==> src/sifhCtrlPkg.sv <==
// control definitions of the peak finder
// pass kind and the strobe-to-peak pipeline depth
`default_nettype none

package sifhCtrlPkg;

    // which histogram pass a sample belongs to
    typedef enum logic {
        PASS_COARSE = 1'b0,
        PASS_FINE   = 1'b1
    } passKind_e;

    // filter, histogram and peak stages
    localparam int PIPE_DEPTH = 3;

endpackage

`default_nettype wire

==> src/sifhTypesPkg.sv <==
// datapath widths and timestamp types of the two-pass peak finder
// imported by every block that handles timestamps, bins or counts
`default_nettype none

package sifhTypesPkg;

    // timestamp, bin address and bin counter widths
    localparam int TS_W    = 10;
    localparam int BIN_W   = 6;
    localparam int COUNT_W = 8;

    // leftover timestamp bits below the coarse bin
    localparam int FINE_W  = TS_W - BIN_W;

    typedef logic [TS_W-1:0]    ts_t;
    typedef logic [BIN_W-1:0]   bin_t;
    typedef logic [COUNT_W-1:0] count_t;

    // coarse view, upper bits pick the bin
    typedef struct packed {
        bin_t              coarseBin;
        logic [FINE_W-1:0] fine;
    } tsCoarse_t;

    // one timestamp word, read raw in the fine pass and split in the coarse pass
    typedef union packed {
        ts_t       raw;
        tsCoarse_t coarse;
    } tsWord_u;

endpackage

`default_nettype wire
==> src/sifhBus.sv <==
// interfaces between the blocks of the peak finder
// sampleBus_if carries filtered samples, windowBus_if looks up fine windows
`default_nettype none

// filtered sample, one per cycle while binValid is high
interface sampleBus_if import sifhTypesPkg::*, sifhCtrlPkg::*; #(
    parameter int PIXEL_NUM = 4
) ();
    logic                         binValid;
    bin_t                         binAddr;
    logic [$clog2(PIXEL_NUM)-1:0] pixelIdx;
    passKind_e                    pass;

    modport filt (output binValid, binAddr, pixelIdx, pass);
    modport hist (input binValid, binAddr, pixelIdx, pass);
endinterface

// window lookup, edges come back combinationally for rdPixel
interface windowBus_if import sifhTypesPkg::*; #(
    parameter int PIXEL_NUM = 4
) ();
    logic [$clog2(PIXEL_NUM)-1:0] rdPixel;
    ts_t                          winLow;
    ts_t                          winHigh;
    logic                         winReady;

    modport filt (output rdPixel, input winLow, winHigh, winReady);
    modport calc (input rdPixel, output winLow, winHigh, winReady);
endinterface

`default_nettype wire

==> src/sifhTop.sv <==
// top level of the two-pass peak finder
// one timestamp per wrEn strobe in, all pixel peaks out with a resultValid pulse
`default_nettype none

module sifhTop import sifhTypesPkg::*, sifhCtrlPkg::*; #(
    parameter int PIXEL_NUM         = 4,
    parameter int SAMPLES_PER_PIXEL = 3,
    parameter int ACQ_NUM           = 8
) (
    input  logic                      clk,
    input  logic                      combin_res,
    input  logic                      wrEn,
    input  ts_t                       data,
    output logic [PIXEL_NUM*TS_W-1:0] result,
    output logic                      resultValid
);

    localparam int PIX_W = $clog2(PIXEL_NUM);

    logic [PIX_W-1:0] pixelIdx;
    passKind_e        pass;
    logic             passDone;
    count_t           count;
    bin_t             cntBin;
    logic [PIX_W-1:0] cntPixel;
    logic             cntValid;
    bin_t             peakBins [PIXEL_NUM];
    ts_t              results [PIXEL_NUM];

    sampleBus_if #(.PIXEL_NUM(PIXEL_NUM)) sampleBus ();
    windowBus_if #(.PIXEL_NUM(PIXEL_NUM)) windowBus ();

    // ****************************************************************
    // control and pipeline
    // ****************************************************************
    frameSequencer #(
        .PIXEL_NUM(PIXEL_NUM),
        .SAMPLES_PER_PIXEL(SAMPLES_PER_PIXEL),
        .ACQ_NUM(ACQ_NUM)
    ) sequencer (
        .clk(clk), .combin_res(combin_res), .wrEn(wrEn),
        .pixelIdx(pixelIdx), .pass(pass), .passDone(passDone)
    );

    sampleFilter #(.PIXEL_NUM(PIXEL_NUM)) filter (
        .clk(clk), .combin_res(combin_res), .wrEn(wrEn), .data(data),
        .pixelIdx(pixelIdx), .pass(pass), .bus(sampleBus.filt), .win(windowBus.filt)
    );

    binHistogram #(.PIXEL_NUM(PIXEL_NUM)) histogram (
        .clk(clk), .combin_res(combin_res), .passDone(passDone), .bus(sampleBus.hist),
        .count(count), .cntBin(cntBin), .cntPixel(cntPixel), .cntValid(cntValid)
    );

    peakTracker #(.PIXEL_NUM(PIXEL_NUM)) peaks (
        .clk(clk), .combin_res(combin_res), .passDone(passDone), .count(count),
        .cntBin(cntBin), .cntPixel(cntPixel), .cntValid(cntValid), .peakBins(peakBins)
    );

    windowCalc #(.PIXEL_NUM(PIXEL_NUM)) calc (
        .clk(clk), .combin_res(combin_res), .passDone(passDone), .pass(pass),
        .peakBins(peakBins), .win(windowBus.calc), .results(results),
        .resultValid(resultValid)
    );

    // pixel 0 in the low bits
    for (genvar p = 0; p < PIXEL_NUM; p++) begin : g_flat
        assign result[p*TS_W +: TS_W] = results[p];
    end

endmodule

`default_nettype wire

==> src/windowCalc.sv <==
// fine windows from the coarse peaks, final results from the fine peaks
// serves window edges to the filter and pulses resultValid once per frame
`default_nettype none

module windowCalc import sifhTypesPkg::*, sifhCtrlPkg::*; #(
    parameter int PIXEL_NUM = 4
) (
    input  logic      clk,
    input  logic      combin_res,
    input  logic      passDone,
    input  passKind_e pass,
    input  bin_t      peakBins [PIXEL_NUM],
    windowBus_if.calc win,
    output ts_t       results [PIXEL_NUM],
    output logic      resultValid
);

    // half window and the highest legal low edge
    localparam int SPAN    = 2 ** BIN_W;
    localparam int SB      = SPAN / 2;
    localparam int LOW_MAX = (2 ** TS_W) - SPAN;

    ts_t winLowReg [PIXEL_NUM];

    // coarse bin back to a timestamp, then centred and clamped
    function automatic ts_t lowEdge(input bin_t peak);
        int centre;
        int low;
        centre = int'(peak) << (TS_W - BIN_W);
        low    = centre - SB;
        if (low < 0) begin
            low = 0;
        end
        if (low > LOW_MAX) begin
            low = LOW_MAX;
        end
        return ts_t'(low);
    endfunction

    assign win.winLow  = winLowReg[win.rdPixel];
    assign win.winHigh = win.winLow + ts_t'(SPAN - 1);

    // pass has already flipped when passDone arrives
    always_ff @(posedge clk or negedge combin_res) begin
        if (!combin_res) begin
            win.winReady <= 1'b0;
            resultValid  <= 1'b0;
        end else begin
            resultValid <= passDone && (pass == PASS_COARSE);
            if (passDone) begin
                // windows live for the fine pass only
                win.winReady <= (pass == PASS_FINE);
            end
        end
    end

    always_ff @(posedge clk) begin
        for (int i = 0; i < PIXEL_NUM; i++) begin
            if (passDone && (pass == PASS_FINE)) begin
                winLowReg[i] <= lowEdge(peakBins[i]);
            end
            // empty fine window leaves bin zero, i.e. the low edge
            if (passDone && (pass == PASS_COARSE)) begin
                results[i] <= winLowReg[i] + ts_t'(peakBins[i]);
            end
        end
    end

    a_winOrder: assert property (
        @(posedge clk) disable iff (!combin_res) win.winReady |-> win.winHigh >= win.winLow
    );

endmodule

`default_nettype wire

==> src/peakTracker.sv <==
// running maximum of the bin counts, third pipeline stage
// keeps the fullest bin of each pixel for the window and result logic
`default_nettype none

module peakTracker import sifhTypesPkg::*; #(
    parameter int PIXEL_NUM = 4
) (
    input  logic                         clk,
    input  logic                         combin_res,
    input  logic                         passDone,
    input  count_t                       count,
    input  bin_t                         cntBin,
    input  logic [$clog2(PIXEL_NUM)-1:0] cntPixel,
    input  logic                         cntValid,
    output bin_t                         peakBins [PIXEL_NUM]
);

    count_t maxCount [PIXEL_NUM];
    logic   isHigher;

    // strictly greater, so ties stay with the first bin to get there
    assign isHigher = count > maxCount[cntPixel];

    always_ff @(posedge clk or negedge combin_res) begin
        if (!combin_res) begin
            for (int i = 0; i < PIXEL_NUM; i++) begin
                maxCount[i] <= '0;
                peakBins[i] <= '0;
            end
        end else if (passDone) begin
            // fresh start for the next pass
            for (int i = 0; i < PIXEL_NUM; i++) begin
                maxCount[i] <= '0;
                peakBins[i] <= '0;
            end
        end else if (cntValid && isHigher) begin
            maxCount[cntPixel] <= count;
            peakBins[cntPixel] <= cntBin;
        end
    end

endmodule

`default_nettype wire

==> src/binHistogram.sv <==
// per-pixel bin counters, second pipeline stage
// a clear valid bit reads as zero, so passDone empties a pass in one cycle
`default_nettype none

module binHistogram import sifhTypesPkg::*; #(
    parameter int PIXEL_NUM = 4
) (
    input  logic                         clk,
    input  logic                         combin_res,
    input  logic                         passDone,
    sampleBus_if.hist                    bus,
    output count_t                       count,
    output bin_t                         cntBin,
    output logic [$clog2(PIXEL_NUM)-1:0] cntPixel,
    output logic                         cntValid
);

    localparam int PIX_W  = $clog2(PIXEL_NUM);
    localparam int ADDR_W = PIX_W + BIN_W;
    localparam int DEPTH  = PIXEL_NUM * (2 ** BIN_W);

    // ****************************************************************
    // counter storage
    // ****************************************************************
    count_t            mem [DEPTH];
    logic [DEPTH-1:0]  binUsed;
    logic [ADDR_W-1:0] addr;
    count_t            stored;
    count_t            current;
    count_t            nextCount;
    logic              hitLast;

    // pixel picks the 64-bin slice
    assign addr = {bus.pixelIdx, bus.binAddr};

    // never-touched bin counts from zero
    assign stored = binUsed[addr] ? mem[addr] : '0;

    // same pixel and bin as the sample just written
    assign hitLast = cntValid && (cntPixel == bus.pixelIdx) && (cntBin == bus.binAddr);
    assign current = hitLast ? count : stored;

    // saturate at the top of the counter
    assign nextCount = (current == '1) ? current : count_t'(current + 1'b1);

    always_ff @(posedge clk or negedge combin_res) begin
        if (!combin_res) begin
            binUsed  <= '0;
            cntValid <= 1'b0;
        end else begin
            cntValid <= bus.binValid;
            if (passDone) begin
                binUsed <= '0;
            end else if (bus.binValid) begin
                binUsed[addr] <= 1'b1;
            end
        end
    end

    // write-back and hand-off to the peak tracker
    always_ff @(posedge clk) begin
        if (bus.binValid) begin
            mem[addr] <= nextCount;
        end
        count    <= nextCount;
        cntBin   <= bus.binAddr;
        cntPixel <= bus.pixelIdx;
    end

    // back-to-back samples always belong to one pass
    a_passSteady: assert property (
        @(posedge clk) disable iff (!combin_res)
        bus.binValid && $past(bus.binValid) |-> bus.pass == $past(bus.pass)
    );

endmodule

`default_nettype wire

==> src/sampleFilter.sv <==
// first pipeline stage, raw timestamp to bin address
// coarse pass takes the upper bits, fine pass the offset inside the window
`default_nettype none

module sampleFilter import sifhTypesPkg::*, sifhCtrlPkg::*; #(
    parameter int PIXEL_NUM = 4
) (
    input  logic                         clk,
    input  logic                         combin_res,
    input  logic                         wrEn,
    input  ts_t                          data,
    input  logic [$clog2(PIXEL_NUM)-1:0] pixelIdx,
    input  passKind_e                    pass,
    sampleBus_if.filt                    bus,
    windowBus_if.filt                    win
);

    tsWord_u word;
    ts_t     offset;
    logic    inWindow;

    assign word = data;

    // window of the strobe's own pixel
    assign win.rdPixel = pixelIdx;

    // inclusive on both edges
    assign inWindow = win.winReady && (word.raw >= win.winLow) && (word.raw <= win.winHigh);
    assign offset   = word.raw - win.winLow;

    always_ff @(posedge clk or negedge combin_res) begin
        if (!combin_res) begin
            bus.binValid <= 1'b0;
        end else begin
            // samples outside the window never reach the histogram
            bus.binValid <= wrEn && ((pass == PASS_COARSE) || inWindow);
        end
    end

    always_ff @(posedge clk) begin
        bus.binAddr  <= (pass == PASS_COARSE) ? word.coarse.coarseBin : offset[BIN_W-1:0];
        bus.pixelIdx <= pixelIdx;
        bus.pass     <= pass;
    end

    // fine strobes arrive only after the coarse windows are latched
    a_fineNeedsWin: assert property (
        @(posedge clk) disable iff (!combin_res)
        wrEn && (pass == PASS_FINE) |-> win.winReady
    );

endmodule

`default_nettype wire

==> src/frameSequencer.sv <==
// sample, pixel and acquisition counters of a frame
// tells each strobe its pixel and pass, pulses passDone once the pipeline drains
`default_nettype none

module frameSequencer import sifhCtrlPkg::*; #(
    parameter int PIXEL_NUM         = 4,
    parameter int SAMPLES_PER_PIXEL = 3,
    parameter int ACQ_NUM           = 8
) (
    input  logic                         clk,
    input  logic                         combin_res,
    input  logic                         wrEn,
    output logic [$clog2(PIXEL_NUM)-1:0] pixelIdx,
    output passKind_e                    pass,
    output logic                         passDone
);

    localparam int PIX_W = $clog2(PIXEL_NUM);
    localparam int SMP_W = $clog2(SAMPLES_PER_PIXEL);
    localparam int ACQ_W = $clog2(ACQ_NUM);

    logic [SMP_W-1:0]      sampleCnt;
    logic [PIX_W-1:0]      pixelCnt;
    logic [ACQ_W-1:0]      acqCnt;
    logic                  lastSample;
    logic                  lastPixel;
    logic                  lastAcq;
    logic                  endOfPass;
    logic [PIPE_DEPTH:0]   endPipe;

    // wrap points of the nested counters
    assign lastSample = (sampleCnt == SMP_W'(SAMPLES_PER_PIXEL - 1));
    assign lastPixel  = (pixelCnt == PIX_W'(PIXEL_NUM - 1));
    assign lastAcq    = (acqCnt == ACQ_W'(ACQ_NUM - 1));
    assign endOfPass  = lastSample && lastPixel && lastAcq;

    // counters hold the position of the strobe now on the input
    assign pixelIdx = pixelCnt;

    // end marker reaches the top bit as the last sample updates the peaks
    assign passDone = endPipe[PIPE_DEPTH];

    always_ff @(posedge clk or negedge combin_res) begin
        if (!combin_res) begin
            sampleCnt <= '0;
            pixelCnt  <= '0;
            acqCnt    <= '0;
            pass      <= PASS_COARSE;
            endPipe   <= '0;
        end else begin
            endPipe <= {endPipe[PIPE_DEPTH-1:0], wrEn && endOfPass};
            if (wrEn) begin
                // sample -> pixel -> acquisition
                sampleCnt <= lastSample ? '0 : sampleCnt + 1'b1;
                if (lastSample) begin
                    pixelCnt <= lastPixel ? '0 : pixelCnt + 1'b1;
                    if (lastPixel) begin
                        acqCnt <= lastAcq ? '0 : acqCnt + 1'b1;
                    end
                end
                // coarse and fine alternate, one frame is two passes
                if (endOfPass) begin
                    pass <= (pass == PASS_COARSE) ? PASS_FINE : PASS_COARSE;
                end
            end
        end
    end

    // host keeps its idle gap, so no strobe meets the pass boundary
    a_doneIdle: assert property (
        @(posedge clk) disable iff (!combin_res) passDone |-> !wrEn
    );

endmodule

`default_nettype wire

==> config.mk <==
export PLATFORM = sky130hd
export DESIGN_NAME = sifhTop
export DESIGN_NICKNAME = d
export VERILOG_FILES = /design/src/sifhCtrlPkg.sv /design/src/sifhTypesPkg.sv /design/src/sifhBus.sv /design/src/sifhTop.sv /design/src/windowCalc.sv /design/src/peakTracker.sv /design/src/binHistogram.sv /design/src/sampleFilter.sv /design/src/frameSequencer.sv
export SDC_FILE = /design/constraint.sdc
export NUM_CORES = 2
export LEC_CHECK = 0
export BUFFER_PORTS_ARGS = -buffer_cell sky130_fd_sc_hd__buf_2
export CAP_MARGIN = 20
export CELL_PAD_IN_SITES_DETAIL_PLACEMENT = 0
export CELL_PAD_IN_SITES_GLOBAL_PLACEMENT = 1
export CORE_ASPECT_RATIO = 0.8
export CORE_MARGIN = 8
export CORE_UTILIZATION = 45
export CTS_BUF_LIST = sky130_fd_sc_hd__clkbuf_4 sky130_fd_sc_hd__clkbuf_8
export CTS_CLUSTER_SIZE = 24
export DETAILED_ROUTE_END_ITERATION = 10
export PLACE_DENSITY_LB_ADDON = 0.1
export SYNTH_ARGS = -nofsm -noshare
export SYNTH_HDL_FRONTEND = slang
export SYNTH_SLANG_ARGS = --single-unit
==> constraint.sdc <==
create_clock -name clk -period 16.9 [get_ports clk]
set_input_delay 1.69 -clock clk [delete_from_list [all_inputs] [get_ports clk]]
set_output_delay 1.69 -clock clk [all_outputs]
set_load 0.01 [all_outputs]
==> flow_summary.yaml <==
drt:
  drc: 0
  drt_wl_total_mm: 303.3
  first_iter_violations: 6615
  vias_per_cell: 6.073
  wl_per_cell_um: 34.06
  via_count: 54080
  dr.pass1.iters: 6
  drtAntennaViolNets: 0
clocking:
  cts.sinks: 2464
  clockBufferDepth: 4
  hold_buffers: 0
  post_cts_resized: 0
  ctsHtreeMaxLevel: 5
  clk_pin_slew_ns: 0.06
  cts_tree: "built"
  insertion_delay_ns: 1.02
  root_buffer: "clkbuf_8"
  cts-buffers-inserted: 393
  post_cts_buffers: 0
timing:
  hold_violations: 0
  worst_slack_ns: 7.656
  tns_ns: 0
  clock.fmax_mhz: 108.2
  clock-skew-final_ns: 0.07070
  worstMarginPinSlew_ns: 1.267
  finalSetupViolations: 0
  period_needed_ns: 9.244
  slew_headroom_pct: 14.35
  drv_slew: 0
  grt_setup_unrepaired: "false"
  fin_hold_ws_ns: 0.3456
  period_share_pct: 54.70
floorplan:
  die_y_um: 433.9
  core_area_um2: 217100
  start_util_pct: 45.24
  num_io_pins: 54
  die_area_um2: 233600
  die_x_um: 538.3
  num_rows: 153
power_and_ir_drop:
  p_per_area_nw_per_um2: 145.7
  pwr-share-seq_pct: 50.9
  leakage_nw: 38.15
  ir_worst_vdd_uv: 209.3
  p_sw_share_pct: 28.75
  power.internal_w: 0.01149
  pwr-share-comb_pct: 16.6
  p_sw_w: 0.004637
  pwr-share-clk_pct: 32.5
global_route:
  grt_pass1_wl_mm: 424.3
  first_global_vias: 53060
  antenna_found_initial: 15
  gr-total-overflow: 0
  track_usage_pct: 25.51
  grt_max_degree: 258
logic_synthesis:
  synth_xor_area_share_pct: 0.2943
  netlist_top_cells_area: "edfxtp_1 65%, mux4_2 12%, dfrtp_1 8.4%"
  synth.distinct_cells: 91
  yosys.area.top_type_share_pct: 64.57
  avgSynthCellArea_um2: 18.52
  synth_flop_cell: "edfxtp_1"
  yosysSeqAreaShare_pct: 73.42
  synth_fp_nets: 5359
  yosys_register_bits: 2464
  synth_cells: 5304
  yosysTopAreaCell: "edfxtp_1"
  synth_fa_ha_area_share_pct: 0.5733
  synthArstFlopShare_pct: 13.31
  muxShareOfSynthArea_pct: 15.25
  synth_area_um2: 98210
  synth_top_family_by_area: "multiplexers"
  yosys_warnings: 0
  synth_edf_count: 2112
  synth-simple-area-share_pct: 5.159
  synth-compound-area-share_pct: 3.052
critical_path:
  critPathArrivalTime_ns: 9.96
  worstPathRequired_ns: 17.62
  worstSetupStartpointType: "flop"
  crit_path_end_kind: "flop"
  crit_path_max_fanout: 95
  worstSetupPathType: "flop to flop"
  rrSetupSlack_ns: 7.66
place:
  place_congestion: 0.8606
  hpwl_mm: 188.4
  dpl.cell_count: 8136
  preCtsSetupSlack_ns: 7.308
  numPortBuffers: 53
cells_and_area:
  fin_cells: 8905
  area_delta_synth_final_pct: 12.69
  most-common-layout-cells: "2112 x edfxtp_1, 837 x nor2_1, 532 x mux4_2"
  drive_above_1_share_pct: 26.38
  final_util_pct: 50.98
  nNetsFinal: 5761
  layout_commonest_cell: "edfxtp_1"
worst_hold_path:
  min_path_type: "flop to flop"
status:
  status: "finished clean"
flow_run:
  max-cap-violations: 0
metal layers:
layer  wire, um  track usage, %  share of wire [%]
met2     129900           36.76                 43
met4       8859           6.959                2.9
met1     135900           38.86                 45
met3      28670           6.198                9.5
met5         26               0             0.0086
layout make-up:
class | instances | area (um^2)
multi-input cells | 2485 | 24160
clock buffers | 597 | 7222
diodes | 8 | 20.02
well taps | 2867 | 3587
clock inverters | 122 | 788.3
repair buffers | 308 | 2562
inverters | 54 | 207.7
flip-flops and latches | 2464 | 72130
fillers | 17810 | 106400
Yosys cell counts, types with 25 or more instances:
master    count
a21oi_1      72
a22oi_1     136
buf_2        52
buf_4        47
buf_6        42
clkbuf_1    127
dfrtp_1     328
edfxtp_1   2112
ha_1         37
inv_1        51
mux2i_1     212
mux4_2      532
nand2_1     149
nand3_1      54
nor2_1      841
nor2b_1      25
nor3_1       27
o21ai_0      33
o22ai_1      31
xnor2_1      25
registers in the layout (all words and copies together) (netlist names), 2 cells and up:
name / flops
calc.results: 40
histogram.cntBin: 6
histogram.count: 8
sequencer.pixelIdx: 2
sequencer.acqCnt: 3
peaks.maxCount: 32
histogram.mem: 2048
sequencer.sampleCnt: 2
peaks.peakBins: 24
calc.winLowReg: 24
histogram.cntPixel: 2
histogram.binUsed: 256
filter.bus.pixelIdx: 2
filter.bus.binAddr: 6
sequencer.endPipe: 4
final timing paths:
kind,start,to,cells past startpoint
max,filter.bus.binAddr[0],histogram.mem[175][6],19
min,sequencer.endPipe[2],sequencer.endPipe[3],0
max reg2reg,filter.bus.binAddr[0],histogram.mem[175][6],19
min reg2reg,sequencer.endPipe[2],sequencer.endPipe[3],0
max in group asynchronous,combin_res,histogram.binUsed[127],4
min in group asynchronous,combin_res,histogram.binUsed[40],1
stage by stage:
step | area [um^2] | total power, W
5_1_grt | 110700 | 0.01671
6_report | 110700 | 0.01613
2_1_floorplan | 98210 | 0.01003
3_3_place_gp | 101800 | 0.01090
4_1_cts | 110200 | 0.01620
3_5_place_dp | 102200 | 0.01098
logic make-up (layout without fill, tap and decap cells):
family / Yosys count / in the layout
AO/OA/AOI/OAI: 416 / 416
XOR/XNOR: 33 / 33
adder cells (fa/ha/maj): 42 / 42
buffers and inverters: 355 / 1081
flip-flops: 2464 / 2464
multiplexers: 787 / 787
other: 0 / 8
AND/OR/NAND/NOR: 1207 / 1207
worst max-delay path, stage by stage, from the launching register on:
cell      delay [ns]
dfxtp_4         0.38
buf_4           0.63
buf_12          0.65
buf_4           0.77
mux4_2          0.59
a22o_1          0.24
a221oi_1        0.53
o22ai_1         0.35
or4_1           0.62
a211oi_1        0.43
o31ai_1         0.20
ha_1            0.27
nor3b_1         0.17
nand4_1         0.38
nor2_1          0.15
mux2i_4         0.17
buf_4           0.49
buf_4           0.88
buf_4           0.41
buf_16          0.31
power by group through the flow:
stage	Clock [W]	Sequential, W	Combinational (W)
5_1_grt	0.00559	0.00824	0.00289
3_3_place_gp	0	0.00833	0.00257
3_5_place_dp	0	0.00834	0.00264
6_report	0.00524	0.00821	0.00268
4_1_cts	0.00534	0.00822	0.00264
2_1_floorplan	0	0.00853	0.00150
No activity file was read; power rests on OpenSTA's default activity.
